===== src/source/paging_pkg.sv =====
package paging_pkg;

	////////////////////////////////////////////////////////////////////////////
	// widths
	////////////////////////////////////////////////////////////////////////////

	// one page byte per window entry
	localparam int PAGE_W       = 8;
	// byte offset inside a 16 KB window
	localparam int WIN_OFFSET_W = 14;
	// page number above window offset
	localparam int PHYS_ADDR_W  = PAGE_W + WIN_OFFSET_W;
	// selected by za[15:14]
	localparam int NUM_WINDOWS  = 4;

	////////////////////////////////////////////////////////////////////////////
	// port addresses
	////////////////////////////////////////////////////////////////////////////

	localparam logic [15:0] PORT_7FFD        = 16'h7FFD;
	localparam logic [7:0]  PORT_LO_PAGE     = 8'hF7;
	localparam logic [7:0]  PORT_LO_ENABLE   = 8'h77;
	localparam logic [7:0]  PORT_LO_READBACK = 8'hBE;

	// M1 fetch from 3Dxx in the basic ROM enters TR-DOS
	localparam logic [7:0]  DOS_TRAP_HI      = 8'h3D;

	// page byte fields
	localparam int BIT_RAM    = 6;
	localparam int BIT_FOLLOW = 7;

	// 7FFD fields
	localparam int P7FFD_ROM_BIT  = 4;
	localparam int P7FFD_LOCK_BIT = 5;

	// pentagon layout of windows 1 and 2
	localparam logic [PAGE_W-1:0] DEFAULT_PAGE_WIN1 = 8'd5;
	localparam logic [PAGE_W-1:0] DEFAULT_PAGE_WIN2 = 8'd2;

endpackage

===== src/source/paging_top.sv =====
`timescale 1ns/1ps

module paging_top (
	input  logic                                fclk,
	input  logic                                rst,

	input  logic [15:0]                         za,
	input  logic [7:0]                          zd_in,
	input  logic                                port_wr,
	input  logic                                port_rd,
	input  logic                                mem_rd,
	input  logic                                m1,

	output logic [paging_pkg::PHYS_ADDR_W-1:0]  mem_addr,
	output logic                                mem_rom,
	output logic                                dos,
	output logic [7:0]                          rd_data,
	output logic                                rd_hit
);

	logic [paging_pkg::NUM_WINDOWS-1:0] page_wr;
	logic [paging_pkg::PAGE_W-1:0]      page_wdata;
	logic                               bank_sel;
	logic                               pager_on;
	logic [2:0]                         pent_page;
	logic                               pent_rom;

	logic [paging_pkg::PAGE_W-1:0]      cur_page [paging_pkg::NUM_WINDOWS];
	logic [paging_pkg::NUM_WINDOWS-1:0] cur_ram;
	logic [paging_pkg::PAGE_W-1:0]      entry0 [paging_pkg::NUM_WINDOWS];
	logic [paging_pkg::PAGE_W-1:0]      entry1 [paging_pkg::NUM_WINDOWS];

	pager_port_decode u_decode (
		.fclk       (fclk),
		.rst        (rst),
		.za         (za),
		.zd_in      (zd_in),
		.port_wr    (port_wr),
		.page_wr    (page_wr),
		.page_wdata (page_wdata),
		.bank_sel   (bank_sel),
		.pager_on   (pager_on),
		.pent_page  (pent_page),
		.pent_rom   (pent_rom)
	);

	////////////////////////////////////////////////////////////////////////////
	// one pager per 16 KB window
	////////////////////////////////////////////////////////////////////////////

	for (genvar i = 0; i < paging_pkg::NUM_WINDOWS; i++)
	begin : g_win
		window_pager #(
			.WIN_INDEX (i)
		) u_pager (
			.fclk       (fclk),
			.rst        (rst),
			.page_wr    (page_wr[i]),
			.page_wdata (page_wdata),
			.bank_sel   (bank_sel),
			.pager_on   (pager_on),
			.pent_page  (pent_page),
			.pent_rom   (pent_rom),
			.dos        (dos),
			.cur_page   (cur_page[i]),
			.cur_ram    (cur_ram[i]),
			.entry0     (entry0[i]),
			.entry1     (entry1[i])
		);
	end

	// dos goes back to window 0 for its rom page
	address_mapper u_mapper (
		.fclk     (fclk),
		.rst      (rst),
		.za       (za),
		.mem_rd   (mem_rd),
		.m1       (m1),
		.port_rd  (port_rd),
		.cur_page (cur_page),
		.cur_ram  (cur_ram),
		.entry0   (entry0),
		.entry1   (entry1),
		.pent_rom (pent_rom),
		.mem_addr (mem_addr),
		.mem_rom  (mem_rom),
		.dos      (dos),
		.rd_data  (rd_data),
		.rd_hit   (rd_hit)
	);

endmodule


===== src/source/address_mapper.sv =====
`timescale 1ns/1ps

module address_mapper (
	input  logic                                fclk,
	input  logic                                rst,

	// z80 side
	input  logic [15:0]                         za,
	input  logic                                mem_rd,
	input  logic                                m1,
	input  logic                                port_rd,

	// per-window state from the pagers
	input  logic [paging_pkg::PAGE_W-1:0]       cur_page [paging_pkg::NUM_WINDOWS],
	input  logic [paging_pkg::NUM_WINDOWS-1:0]  cur_ram,
	input  logic [paging_pkg::PAGE_W-1:0]       entry0 [paging_pkg::NUM_WINDOWS],
	input  logic [paging_pkg::PAGE_W-1:0]       entry1 [paging_pkg::NUM_WINDOWS],
	input  logic                                pent_rom,

	output logic [paging_pkg::PHYS_ADDR_W-1:0]  mem_addr,
	output logic                                mem_rom,
	output logic                                dos,
	output logic [7:0]                          rd_data,
	output logic                                rd_hit
);

	logic [15-paging_pkg::WIN_OFFSET_W:0] win;
	logic                                 fetch;
	logic                                 dos_on;
	logic                                 dos_off;

	assign win = za[15:paging_pkg::WIN_OFFSET_W];

	////////////////////////////////////////////////////////////////////////////
	// address translation
	////////////////////////////////////////////////////////////////////////////

	assign mem_addr = {cur_page[win], za[paging_pkg::WIN_OFFSET_W-1:0]};
	assign mem_rom  = ~cur_ram[win];

	////////////////////////////////////////////////////////////////////////////
	// dos flag
	////////////////////////////////////////////////////////////////////////////

	assign fetch = mem_rd && m1;

	// trap only in the 48k basic rom, which is window 0 as rom with rom bit set
	assign dos_on  = fetch && (win == '0) && !cur_ram[0] && pent_rom
	                 && (za[15:8] == paging_pkg::DOS_TRAP_HI);
	assign dos_off = fetch && cur_ram[win];

	always_ff @(posedge fclk)
	begin
		if (rst)
			dos <= 1'b0;
		else if (dos_on)
			dos <= 1'b1;
		else if (dos_off)
			dos <= 1'b0;
	end

	// readback where za[13] picks entry1
	assign rd_hit = port_rd && (za[7:0] == paging_pkg::PORT_LO_READBACK);

	always_comb
	begin
		rd_data = '0;
		if (rd_hit)
			rd_data = za[13] ? entry1[win] : entry0[win];
	end

endmodule


===== src/source/window_pager.sv =====
`timescale 1ns/1ps

module window_pager #(
	parameter int WIN_INDEX = 0
) (
	input  logic                            fclk,
	input  logic                            rst,

	// from the port decoder
	input  logic                            page_wr,
	input  logic [paging_pkg::PAGE_W-1:0]   page_wdata,
	input  logic                            bank_sel,
	input  logic                            pager_on,
	input  logic [2:0]                      pent_page,
	input  logic                            pent_rom,

	// from the mapper
	input  logic                            dos,

	// current mapping of this window
	output logic [paging_pkg::PAGE_W-1:0]   cur_page,
	output logic                            cur_ram,

	// stored entries for readback
	output logic [paging_pkg::PAGE_W-1:0]   entry0,
	output logic [paging_pkg::PAGE_W-1:0]   entry1
);

	logic [paging_pkg::PAGE_W-1:0] entry_sel;
	logic [paging_pkg::PAGE_W-1:0] pent_ram_page;
	logic [paging_pkg::PAGE_W-1:0] pent_rom_page;
	logic                          follow;

	////////////////////////////////////////////////////////////////////////////
	// page entries
	////////////////////////////////////////////////////////////////////////////

	// bank follows the 7FFD rom bit, both for writes and for mapping
	always_ff @(posedge fclk)
	begin
		if (rst)
		begin
			entry0 <= '0;
			entry1 <= '0;
		end
		else if (page_wr)
		begin
			if (bank_sel)
				entry1 <= page_wdata;
			else
				entry0 <= page_wdata;
		end
	end

	assign entry_sel = bank_sel ? entry1 : entry0;

	// follow bit only means something for ram entries
	assign follow = entry_sel[paging_pkg::BIT_RAM] & entry_sel[paging_pkg::BIT_FOLLOW];

	assign pent_ram_page = {{(paging_pkg::PAGE_W-3){1'b0}}, pent_page};

	// pages 0..3 are dos 48, dos 128, basic 128, basic 48
	assign pent_rom_page = {{(paging_pkg::PAGE_W-2){1'b0}}, ~dos, pent_rom};

	////////////////////////////////////////////////////////////////////////////
	// mapping
	////////////////////////////////////////////////////////////////////////////

	always_comb
	begin
		if (pager_on)
		begin
			cur_ram = entry_sel[paging_pkg::BIT_RAM];
			if (follow)
				cur_page = pent_ram_page;
			else
				cur_page = {2'b00, entry_sel[5:0]};
		end
		else
		begin
			// fixed pentagon layout
			case (WIN_INDEX)
				0:
				begin
					cur_ram  = 1'b0;
					cur_page = pent_rom_page;
				end
				1:
				begin
					cur_ram  = 1'b1;
					cur_page = paging_pkg::DEFAULT_PAGE_WIN1;
				end
				2:
				begin
					cur_ram  = 1'b1;
					cur_page = paging_pkg::DEFAULT_PAGE_WIN2;
				end
				default:
				begin
					cur_ram  = 1'b1;
					cur_page = pent_ram_page;
				end
			endcase
		end
	end

endmodule


===== src/source/pager_port_decode.sv =====
`timescale 1ns/1ps

module pager_port_decode (
	input  logic                                   fclk,
	input  logic                                   rst,

	// z80 port write
	input  logic [15:0]                            za,
	input  logic [7:0]                             zd_in,
	input  logic                                   port_wr,

	// to the window pagers
	output logic [paging_pkg::NUM_WINDOWS-1:0]     page_wr,
	output logic [paging_pkg::PAGE_W-1:0]          page_wdata,
	output logic                                   bank_sel,
	output logic                                   pager_on,
	output logic [2:0]                             pent_page,
	output logic                                   pent_rom
);

	logic wr_7ffd;
	logic wr_enable;
	logic wr_page;
	logic p7ffd_lock;

	////////////////////////////////////////////////////////////////////////////
	// address decode
	////////////////////////////////////////////////////////////////////////////

	// 7FFD needs the full address, the others only the low byte
	assign wr_7ffd   = port_wr && (za == paging_pkg::PORT_7FFD);
	assign wr_enable = port_wr && (za[7:0] == paging_pkg::PORT_LO_ENABLE);
	assign wr_page   = port_wr && (za[7:0] == paging_pkg::PORT_LO_PAGE);

	// one strobe for the window in za[15:14]
	always_comb
	begin
		page_wr = '0;
		if (wr_page)
			page_wr[za[15:paging_pkg::WIN_OFFSET_W]] = 1'b1;
	end

	assign page_wdata = zd_in;

	////////////////////////////////////////////////////////////////////////////
	// 7FFD register
	////////////////////////////////////////////////////////////////////////////

	always_ff @(posedge fclk)
	begin
		if (rst)
		begin
			pent_page  <= '0;
			pent_rom   <= 1'b0;
			p7ffd_lock <= 1'b0;
		end
		else if (wr_7ffd && !p7ffd_lock)
		begin
			pent_page  <= zd_in[2:0];
			pent_rom   <= zd_in[paging_pkg::P7FFD_ROM_BIT];
			// once set, only reset clears it
			p7ffd_lock <= zd_in[paging_pkg::P7FFD_LOCK_BIT];
		end
	end

	// rom bit also picks which entry bank the pagers use
	assign bank_sel = pent_rom;

	// pager enable
	always_ff @(posedge fclk)
	begin
		if (rst)
			pager_on <= 1'b0;
		else if (wr_enable)
			pager_on <= zd_in[0];
	end

endmodule


===== config.mk =====
export PLATFORM = sky130hd
export DESIGN_NAME = paging_top
export DESIGN_NICKNAME = d
export VERILOG_FILES = /design/src/source/paging_pkg.sv /design/src/source/paging_top.sv /design/src/source/address_mapper.sv /design/src/source/window_pager.sv /design/src/source/pager_port_decode.sv
export SDC_FILE = /design/constraint.sdc
export NUM_CORES = 1
export LEC_CHECK = 0
export BUFFER_PORTS_ARGS = -buffer_cell sky130_fd_sc_hd__buf_4
export CAP_MARGIN = 25
export CORE_ASPECT_RATIO = 0.5
export CORE_MARGIN = 8
export CORE_UTILIZATION = 45
export DETAILED_ROUTE_END_ITERATION = 16
export GPL_ROUTABILITY_DRIVEN = 0
export MAX_ROUTING_LAYER = met4
export SYNTH_ARGS = -nofsm -noshare
export SYNTH_HDL_FRONTEND = slang
export SYNTH_HIERARCHICAL = 1
export SYNTH_SLANG_ARGS = --single-unit

===== constraint.sdc =====
create_clock -name fclk -period 4.3 [get_ports fclk]
set_input_delay 0.43 -clock fclk [delete_from_list [all_inputs] [get_ports fclk]]
set_output_delay 0.43 -clock fclk [all_outputs]
set_load 0.03 [all_outputs]

---- Yosys cells after proc, flatten, opt, wreduce, memory -nomap -nowiden ----
Index checks and enable logic that the tools add are counted.
operators by class
  order comparisons ....................... 3
  equal/unequal tests ..................... 5
  multiplexer cells ....................... 34
  bitwise operators ....................... 8
  reduce and logical (&&, ||, !) cells .... 24
operators with widths
  kind                                                               number
  2-to-1 mux 8 bit                                                   12
  binary-select mux 8 bit (select 2 bit)                             3
  2-to-1 mux 6 bit                                                   8
  equality test 16 x 15 -> 1 bit, second input constant              1
  equality test 8 bit, second input constant                         2
  AND reduction 2 bit                                                8
  logical AND 1 bit                                                  12
  equality test 8 x 6 -> 1 bit, second input constant                1
  equality test 8 x 7 -> 1 bit, second input constant                1
  2-to-1 mux 1 bit                                                   8
  AND 1 bit                                                          4
  2-to-1 mux 4 bit                                                   1
  greater-or-equal comparator 3 bit, second input constant           1
  less-than comparator 2 x 3 -> 1 bit, second input constant         1
  inverter 1 bit                                                     3
  inverter 2 -> 3 bit                                                1
  binary-select mux 1 bit (select 2 bit)                             1
  demux 1 bit (select 2 bit)                                         1
  greater-or-equal comparator 2 x 1 -> 1 bit, second input constant  1
  logical NOT 1 bit                                                  2
  logical NOT 2 bit                                                  1
  nonzero test 2 bit                                                 1
storage, ports and cells
  bits in registers ....................... 71
  output and inout bits ................... 33

---- Depth between registers and ports, before layout ----
Gate-level depths: netlist of the first run.
  depth after elaboration ................. 7
  depth in mapped cells ................... 9
  depth with buffers taken out ............ 7

---- Modules after synthesis ----
Netlist of the first run, hierarchy kept.
by module, submodules not included
  module                            times used  cells each  area an instance (um2)  seq. area each (um2)
  address_mapper                    1           87          1016.0                  20.0
  window_pager at g_win[0].u_pager  1           104         803.3                   320.3
  window_pager at g_win[2].u_pager  1           103         799.5                   320.3
  window_pager at g_win[3].u_pager  1           94          788.3                   320.3
  window_pager at g_win[1].u_pager  1           102         782.0                   320.3
  pager_port_decode                 1           53          432.9                   120.1

---- Worst setup path after synthesis of the first run ----
No wires, ideal clock.
  path type ............................... register to output
  start ................................... register u_decode.pent_rom (netlist: u_decode/bank_sel)
  end ..................................... output port mem_addr[14] in the netlist's numbering
  data arrival time ....................... 1.922 ns
  required time ........................... 3.870 ns
  slack ................................... 1.948 ns
  stages on the path, launching flop included .. 6
  path buffers ............................ 1
  cells stage by stage .................... dfxtp_1 buf_6 nand3_4 o211ai_4 mux2_2 mux4_1
RTL lines
  item                    RTL line                 source
  from (decl)             pager_port_decode.sv:18  output logic pent_rom
  from (signal assigned)  pager_port_decode.sv:60  pent_rom <= zd_in[paging_pkg::P7FFD_ROM_BIT];
  to (decl)               paging_top.sv:14         output logic [paging_pkg::PHYS_ADDR_W-1:0] mem_addr,

==> results_dict.tcl, run 1 <==
set metrics [dict create \
    mostFrequentLayoutCells "nand2_1, dfxtp_1, a21oi_1" \
    ctsHoldBuffers 0 \
    power_switching_share_pct 24.1 \
    min_period_ns 3.23 \
    syn_to_final_growth_pct 10.5 \
    pin_count 63 \
    die_x_um 159 \
    synthesis.area_um2 4620 \
    fin_worst_skew_ns 0.00584 \
    multi_input_area_um2 2710 \
    fp.dieH_um 87.7 \
    status "finished clean" \
    drc 0 \
    setup-violations-final 0 \
    max-vdd-ir-drop_v 0.000186 \
    min_path_type "primary input to flip-flop" \
    n_antenna_cell 0 \
    worstSkewPairLatency_ns 0.34 \
    grt_usage_pct 20.9 \
    cts_root_buf "clkbuf_16" \
    cts_made_buffers 9 \
    synth_seq_cells 71 \
    postRouteAntennaNets 0 \
    ys_warn_count 6 \
    ys.flop_type "dfxtp_1" \
    clk_pin_slew_ns 0.05 \
    combPwrFrac_pct 8.8 \
    arrival_ns 2.80 \
    dpl.hpwl_um 10000 \
    p_int_w 0.00117 \
    grt_pass1_wl_um 22300 \
    rsz0062_at_grt "no" \
    finalNetCount 583 \
    dr.pass1.iters 5 \
    cts_resized 0 \
    max_freq_mhz 309 \
    crit_path_end_kind "primary output" \
    antenna_found_initial 0 \
    seqPwrFrac_pct 42.5 \
    ys_seq_area_share_pct 30.8 \
    vias_per_cell 5.78 \
    worst-setup-path-type "flip-flop to primary output" \
    seq_area_um2 1430 \
    avgSynthCellArea_um2 8.51 \
    grt_remaining_overflow 0 \
    worst_pin_slew_ns 0.876 \
    routed_wl_um 13800 \
    fill_cells 982 \
    postCtsSetupBuffers 0 \
    first_global_vias 3921 \
    drive_gt1_share_pct 19.5 \
    start_kind "flip-flop" \
    grt_start_max_net_pins 78 \
    synth_edf_count 0 \
    setup_tns_ns 0 \
    power_leakage_nw 1.93 \
    htreeDepth 3 \
    power_density_nw_per_um2 303 \
    power.switching_w 0.000373 \
    slew_headroom_pct 41.5 \
    core-area_um2 10100 \
    netlist-cell-type-count 54 \
    synthArstFlopShare_pct 0 \
    period_share_pct 75.2 \
    rows 26 \
    worstPathRequired_ns 3.87 \
    synth_cells 543 \
    die-area_um2 14000 \
    hold_violations 0 \
    final_common_cell "nand2_1" \
    cts.sinks 71 \
    utilization_pct 50.7 \
    port_buffers 60 \
    clockBufferDepth 2 \
    cp_max_fo 69 \
    cts_tree "yes" \
    start_util_pct 45.8 \
    drt-initial-drc-count 438 \
    post_drt_wl_per_cell_um 19.8 \
    p_clk_share_pct 48.7 \
    slew_viol_final 0 \
    maxCapViolations 0 \
    detailroute.via_count 4033 \
]
-- per-stage QoR --
stage               instances  cell area, um^2  worst slack (ns)  power [W]  hold slack, ns
CTS                       698             5110              1.17    0.00156           0.390
detailed placement        682             4800              1.57   0.000807           0.464
global placement          682             4800              1.61   0.000807           0.455
global route              698             5110             0.975    0.00160           0.394
finish                    698             5110              1.07    0.00155           0.395
floorplan                 547             4640              1.95   0.000775           0.442
-- sequential cells by signal, summed over array words and instances, names as in the netlist --
signal and count:
g_win.u_pager/entry0 32, g_win.u_pager/entry1 32, u_decode/pent_page 3, u_decode/bank_sel 1, u_decode/p7ffd_lock 1, u_decode/pager_on 1
u_mapper/dos 1
-- logic make-up (layout without fill, tap and decap cells) --
family	Yosys count	in the layout	synth area share (%)
mux	67	67	20.2
buf+inv	73	84	11.0
simple gates	224	224	23.5
compound gates	104	104	14.2
flops	71	71	30.8
other cells	4	8	0.325
-- layer usage --
metal  part of all wire, %  global-route usage (%)  vias to the layer above
li1                      -                       -                     1912
met5                     0                       -                        -
met1                    50                    28.5                     1948
met4                  0.93                    4.25                        0
met3                   7.3                    5.35                       15
met2                    42                    30.7                      158
-- worst max-delay path: stages, from the launching register on --
cell and delay, ns:
dfxtp_4 0.89, a21oi_1 0.15, o21ai_0 0.53, nor2_1 0.09, mux4_1 0.56, buf_4 0.20
-- power by group through the flow --
stage	Clock, W	Sequential (W)	Combinational, W
3_5_place_dp	0	0.000672	0.000135
6_report	0.000753	0.000657	0.000136
4_1_cts	0.000769	0.000657	0.000135
5_1_grt	0.000801	0.000657	0.000145
2_1_floorplan	0	0.000673	0.000103
3_3_place_gp	0	0.000672	0.000135
-- cells in the mapped netlist, types with 4 or more instances --
cell	count	area [um^2]
mux4_2	9	203
a211oi_1	4	30.0
a21oi_1	65	325
buf_6	8	90.1
and3_1	5	31.3
buf_4	39	293
inv_1	4	15.0
nand3_1	40	200
o211a_1	8	80.1
conb_1	4	15.0
nand2_1	115	432
mux4_1	8	210
a22oi_1	8	60.1
buf_2	8	40.0
clkbuf_1	8	30.0
dfxtp_1	71	1420
nand2b_1	16	100
nor2b_1	5	31.3
a32oi_1	4	35.0
nor2_1	19	71.3
mux2i_1	42	420
-- layout make-up --
cell class              instances  share of cell area (%)
repair buffers                 64                    9.40
inverters                       4                   0.294
well taps                     140                    3.43
clock inverters                 6                    1.35
clock buffers                  10                    4.68
flip-flops and latches         71                    27.9
multi-input cells             403                    53.0
-- worst paths after layout --
check                           slack (ns)                   to           startpoint  depth (start not counted)
worst max-delay path                  1.07         mem_addr[17]    u_decode/bank_sel                          5
worst max register to register        2.15         u_mapper/dos    u_decode/bank_sel                          5
worst min-delay path                  0.39         u_mapper/dos                   m1                          3
worst min register to register        0.47  u_decode/p7ffd_lock  u_decode/p7ffd_lock                          2
Power figures use the tool's default switching activity.
==> run 2, diff against run 1 <==
clock period = 3.3 ns   (was 4.3 ns; I/O delays follow)
==> run 2 against run 1 <==
Clock power grew 25%. Combinational power increased by 29%. Wire length is 0.88% lower. Total power increased by 27%. Sequential power is 30% higher. Utilization is 0.12 points lower. Critical endpoint unchanged.
==> results_dict.tcl, run 2 (synthesized netlist as in run 1, its figures left out) <==
set metrics [dict create \
    postCtsSetupBuffers 0 \
    power_switching_share_pct 22.9 \
    power.switching_w 0.000452 \
    postRouteAntennaNets 0 \
    drt-initial-drc-count 423 \
    post_drt_wl_per_cell_um 19.6 \
    ctsHoldBuffers 0 \
    power_leakage_nw 1.93 \
    grt_pass1_wl_um 21600 \
    cts_made_buffers 9 \
    dr.pass1.iters 5 \
    pin_count 63 \
    slowest_stage "dfxtp_4" \
    n_antenna_cell 0 \
    min_path_type "primary input to flip-flop" \
    routed_wl_um 13700 \
    cts_resized 0 \
    p_clk_share_pct 47.6 \
    drive_gt1_share_pct 19.0 \
    grt_remaining_overflow 0 \
    hold_violations 0 \
    top_regs "g_win.u_pager/entry0 x32, g_win.u_pager/entry1 x32, u_decode/pent_page x3" \
    die-area_um2 14000 \
    mostFrequentLayoutCells "nand2_1, dfxtp_1, buf_4" \
    status "finished clean" \
    cp_max_fo 55 \
    fp.dieH_um 87.7 \
    period_share_pct 86.5 \
    start_kind "flip-flop" \
    min_period_ns 2.85 \
    worst_pin_slew_ns 0.848 \
    r2r_setup_slack_ns 1.15 \
    dpl.hpwl_um 10100 \
    r2r_cells 5 \
    finalNetCount 585 \
    final_common_cell "nand2_1" \
    setup-violations-final 0 \
    fill_cells 976 \
    grt_start_max_net_pins 78 \
    fin_worst_skew_ns 0.00290 \
    drc 0 \
    cp_top_family "flip-flops" \
    arrival_ns 2.52 \
    p_int_w 0.00152 \
    antenna_found_initial 0 \
    worstPathRequired_ns 2.97 \
    placed_area_um2 4820 \
    slew_headroom_pct 43.3 \
    clockBufferDepth 2 \
    die_x_um 159 \
    detailroute.via_count 4060 \
    max_stage_delay_ns 0.75 \
    cp_num_cells 5 \
    cts.sinks 71 \
    max-vdd-ir-drop_v 0.000285 \
    placed_cells 684 \
    fin_total_pwr_w 0.00197 \
    hold_path_depth 3 \
    slew_viol_final 0 \
    port_buffers 60 \
    cts_tree "yes" \
    cts_root_buf "clkbuf_16" \
    crit_chain "a21oi_1 -> o21ai_0 -> nor2_1 -> mux4_1 -> buf_4" \
    seqPwrFrac_pct 43.5 \
    vias_per_cell 5.82 \
    grt_usage_pct 20.2 \
    start_util_pct 45.8 \
    design_area_um2 5100 \
    rsz0062_at_grt "no" \
    core-area_um2 10100 \
    max_freq_mhz 350 \
    worstSkewPairLatency_ns 0.33 \
    clk_pin_slew_ns 0.05 \
    htreeDepth 3 \
    layoutNonFillerInstCount 698 \
    syn_to_final_growth_pct 10.3 \
    path_buf_inv 1 \
    worst-setup-path-type "flip-flop to primary output" \
    maxCapViolations 0 \
    first_global_vias 3725 \
    rows 26 \
    setup_tns_ns 0 \
    crit_path_end_kind "primary output" \
    power_density_nw_per_um2 387 \
    combPwrFrac_pct 8.9 \
]
## run 2: changes by cell type in the layout (fill, tap and decap cells not counted), sizes merged
cell,previous run,this run
clkinvlp,2,0
clkinv,2,0
inv,5,4
buf,64,66
clkbuf,10,13
## run 2: area by class of cell
cell class                      instances  area [um^2]  share of cell area, %
Sequential cell                        71         1430                   28.0
Timing Repair Buffer                   66          495                   9.72
Multi-Input combinational cell        403         2710                   53.1
Clock inverter                          1         30.0                  0.589
Inverter                                4         15.0                  0.295
Clock buffer                           13          250                   4.91
Tap cell                              140          175                   3.44
## run 2: worst register-to-register path: stages, from the launching register on
cell and delay (ns):
dfxtp_4 0.75, buf_4 0.40, buf_4 0.28, nand2b_1 0.38
nand2_1 0.10, a21oi_1 0.16
## run 2: per-stage QoR
step	setup slack [ns]	hold WS, ns	util, %
2_1_floorplan	1.05	0.442	-
3_3_place_gp	0.878	0.460	47.8
3_5_place_dp	0.852	0.462	47.8
4_1_cts	0.501	0.296	50.5
5_1_grt	0.361	0.303	50.5
6_report	0.447	0.298	50.5
## run 2: per-layer routing
metal  GRT usage [%]  vias to the layer above  share of wire [%]
met1            28.5                     1961                 50
met3            4.97                       11                8.4
met4            3.99                        0               0.81
met5               -                        -                  0
li1                -                     1913                  -
met2            28.7                      175                 41
## run 2: final timing paths
check / startpoint / endpoint
setup / recovery: u_decode/bank_sel / mem_addr[17]
hold / removal: m1 / u_mapper/dos
setup reg to reg: u_decode/bank_sel / g_win[1].u_pager/entry0[3]
hold reg to reg: u_decode/p7ffd_lock / u_decode/p7ffd_lock
## run 2: power groups by stage
| stage | registers, W | clock network (W) | logic, W |
|---|---|---|---|
| after floorplan | 0.000876 | 0 | 0.000134 |
| after detailed placement | 0.000876 | 0 | 0.000175 |
| after CTS | 0.000857 | 0.000949 | 0.000175 |
| final | 0.000857 | 0.000939 | 0.000176 |
| after global routing | 0.000857 | 0.000985 | 0.000187 |
| after global placement | 0.000876 | 0 | 0.000175 |
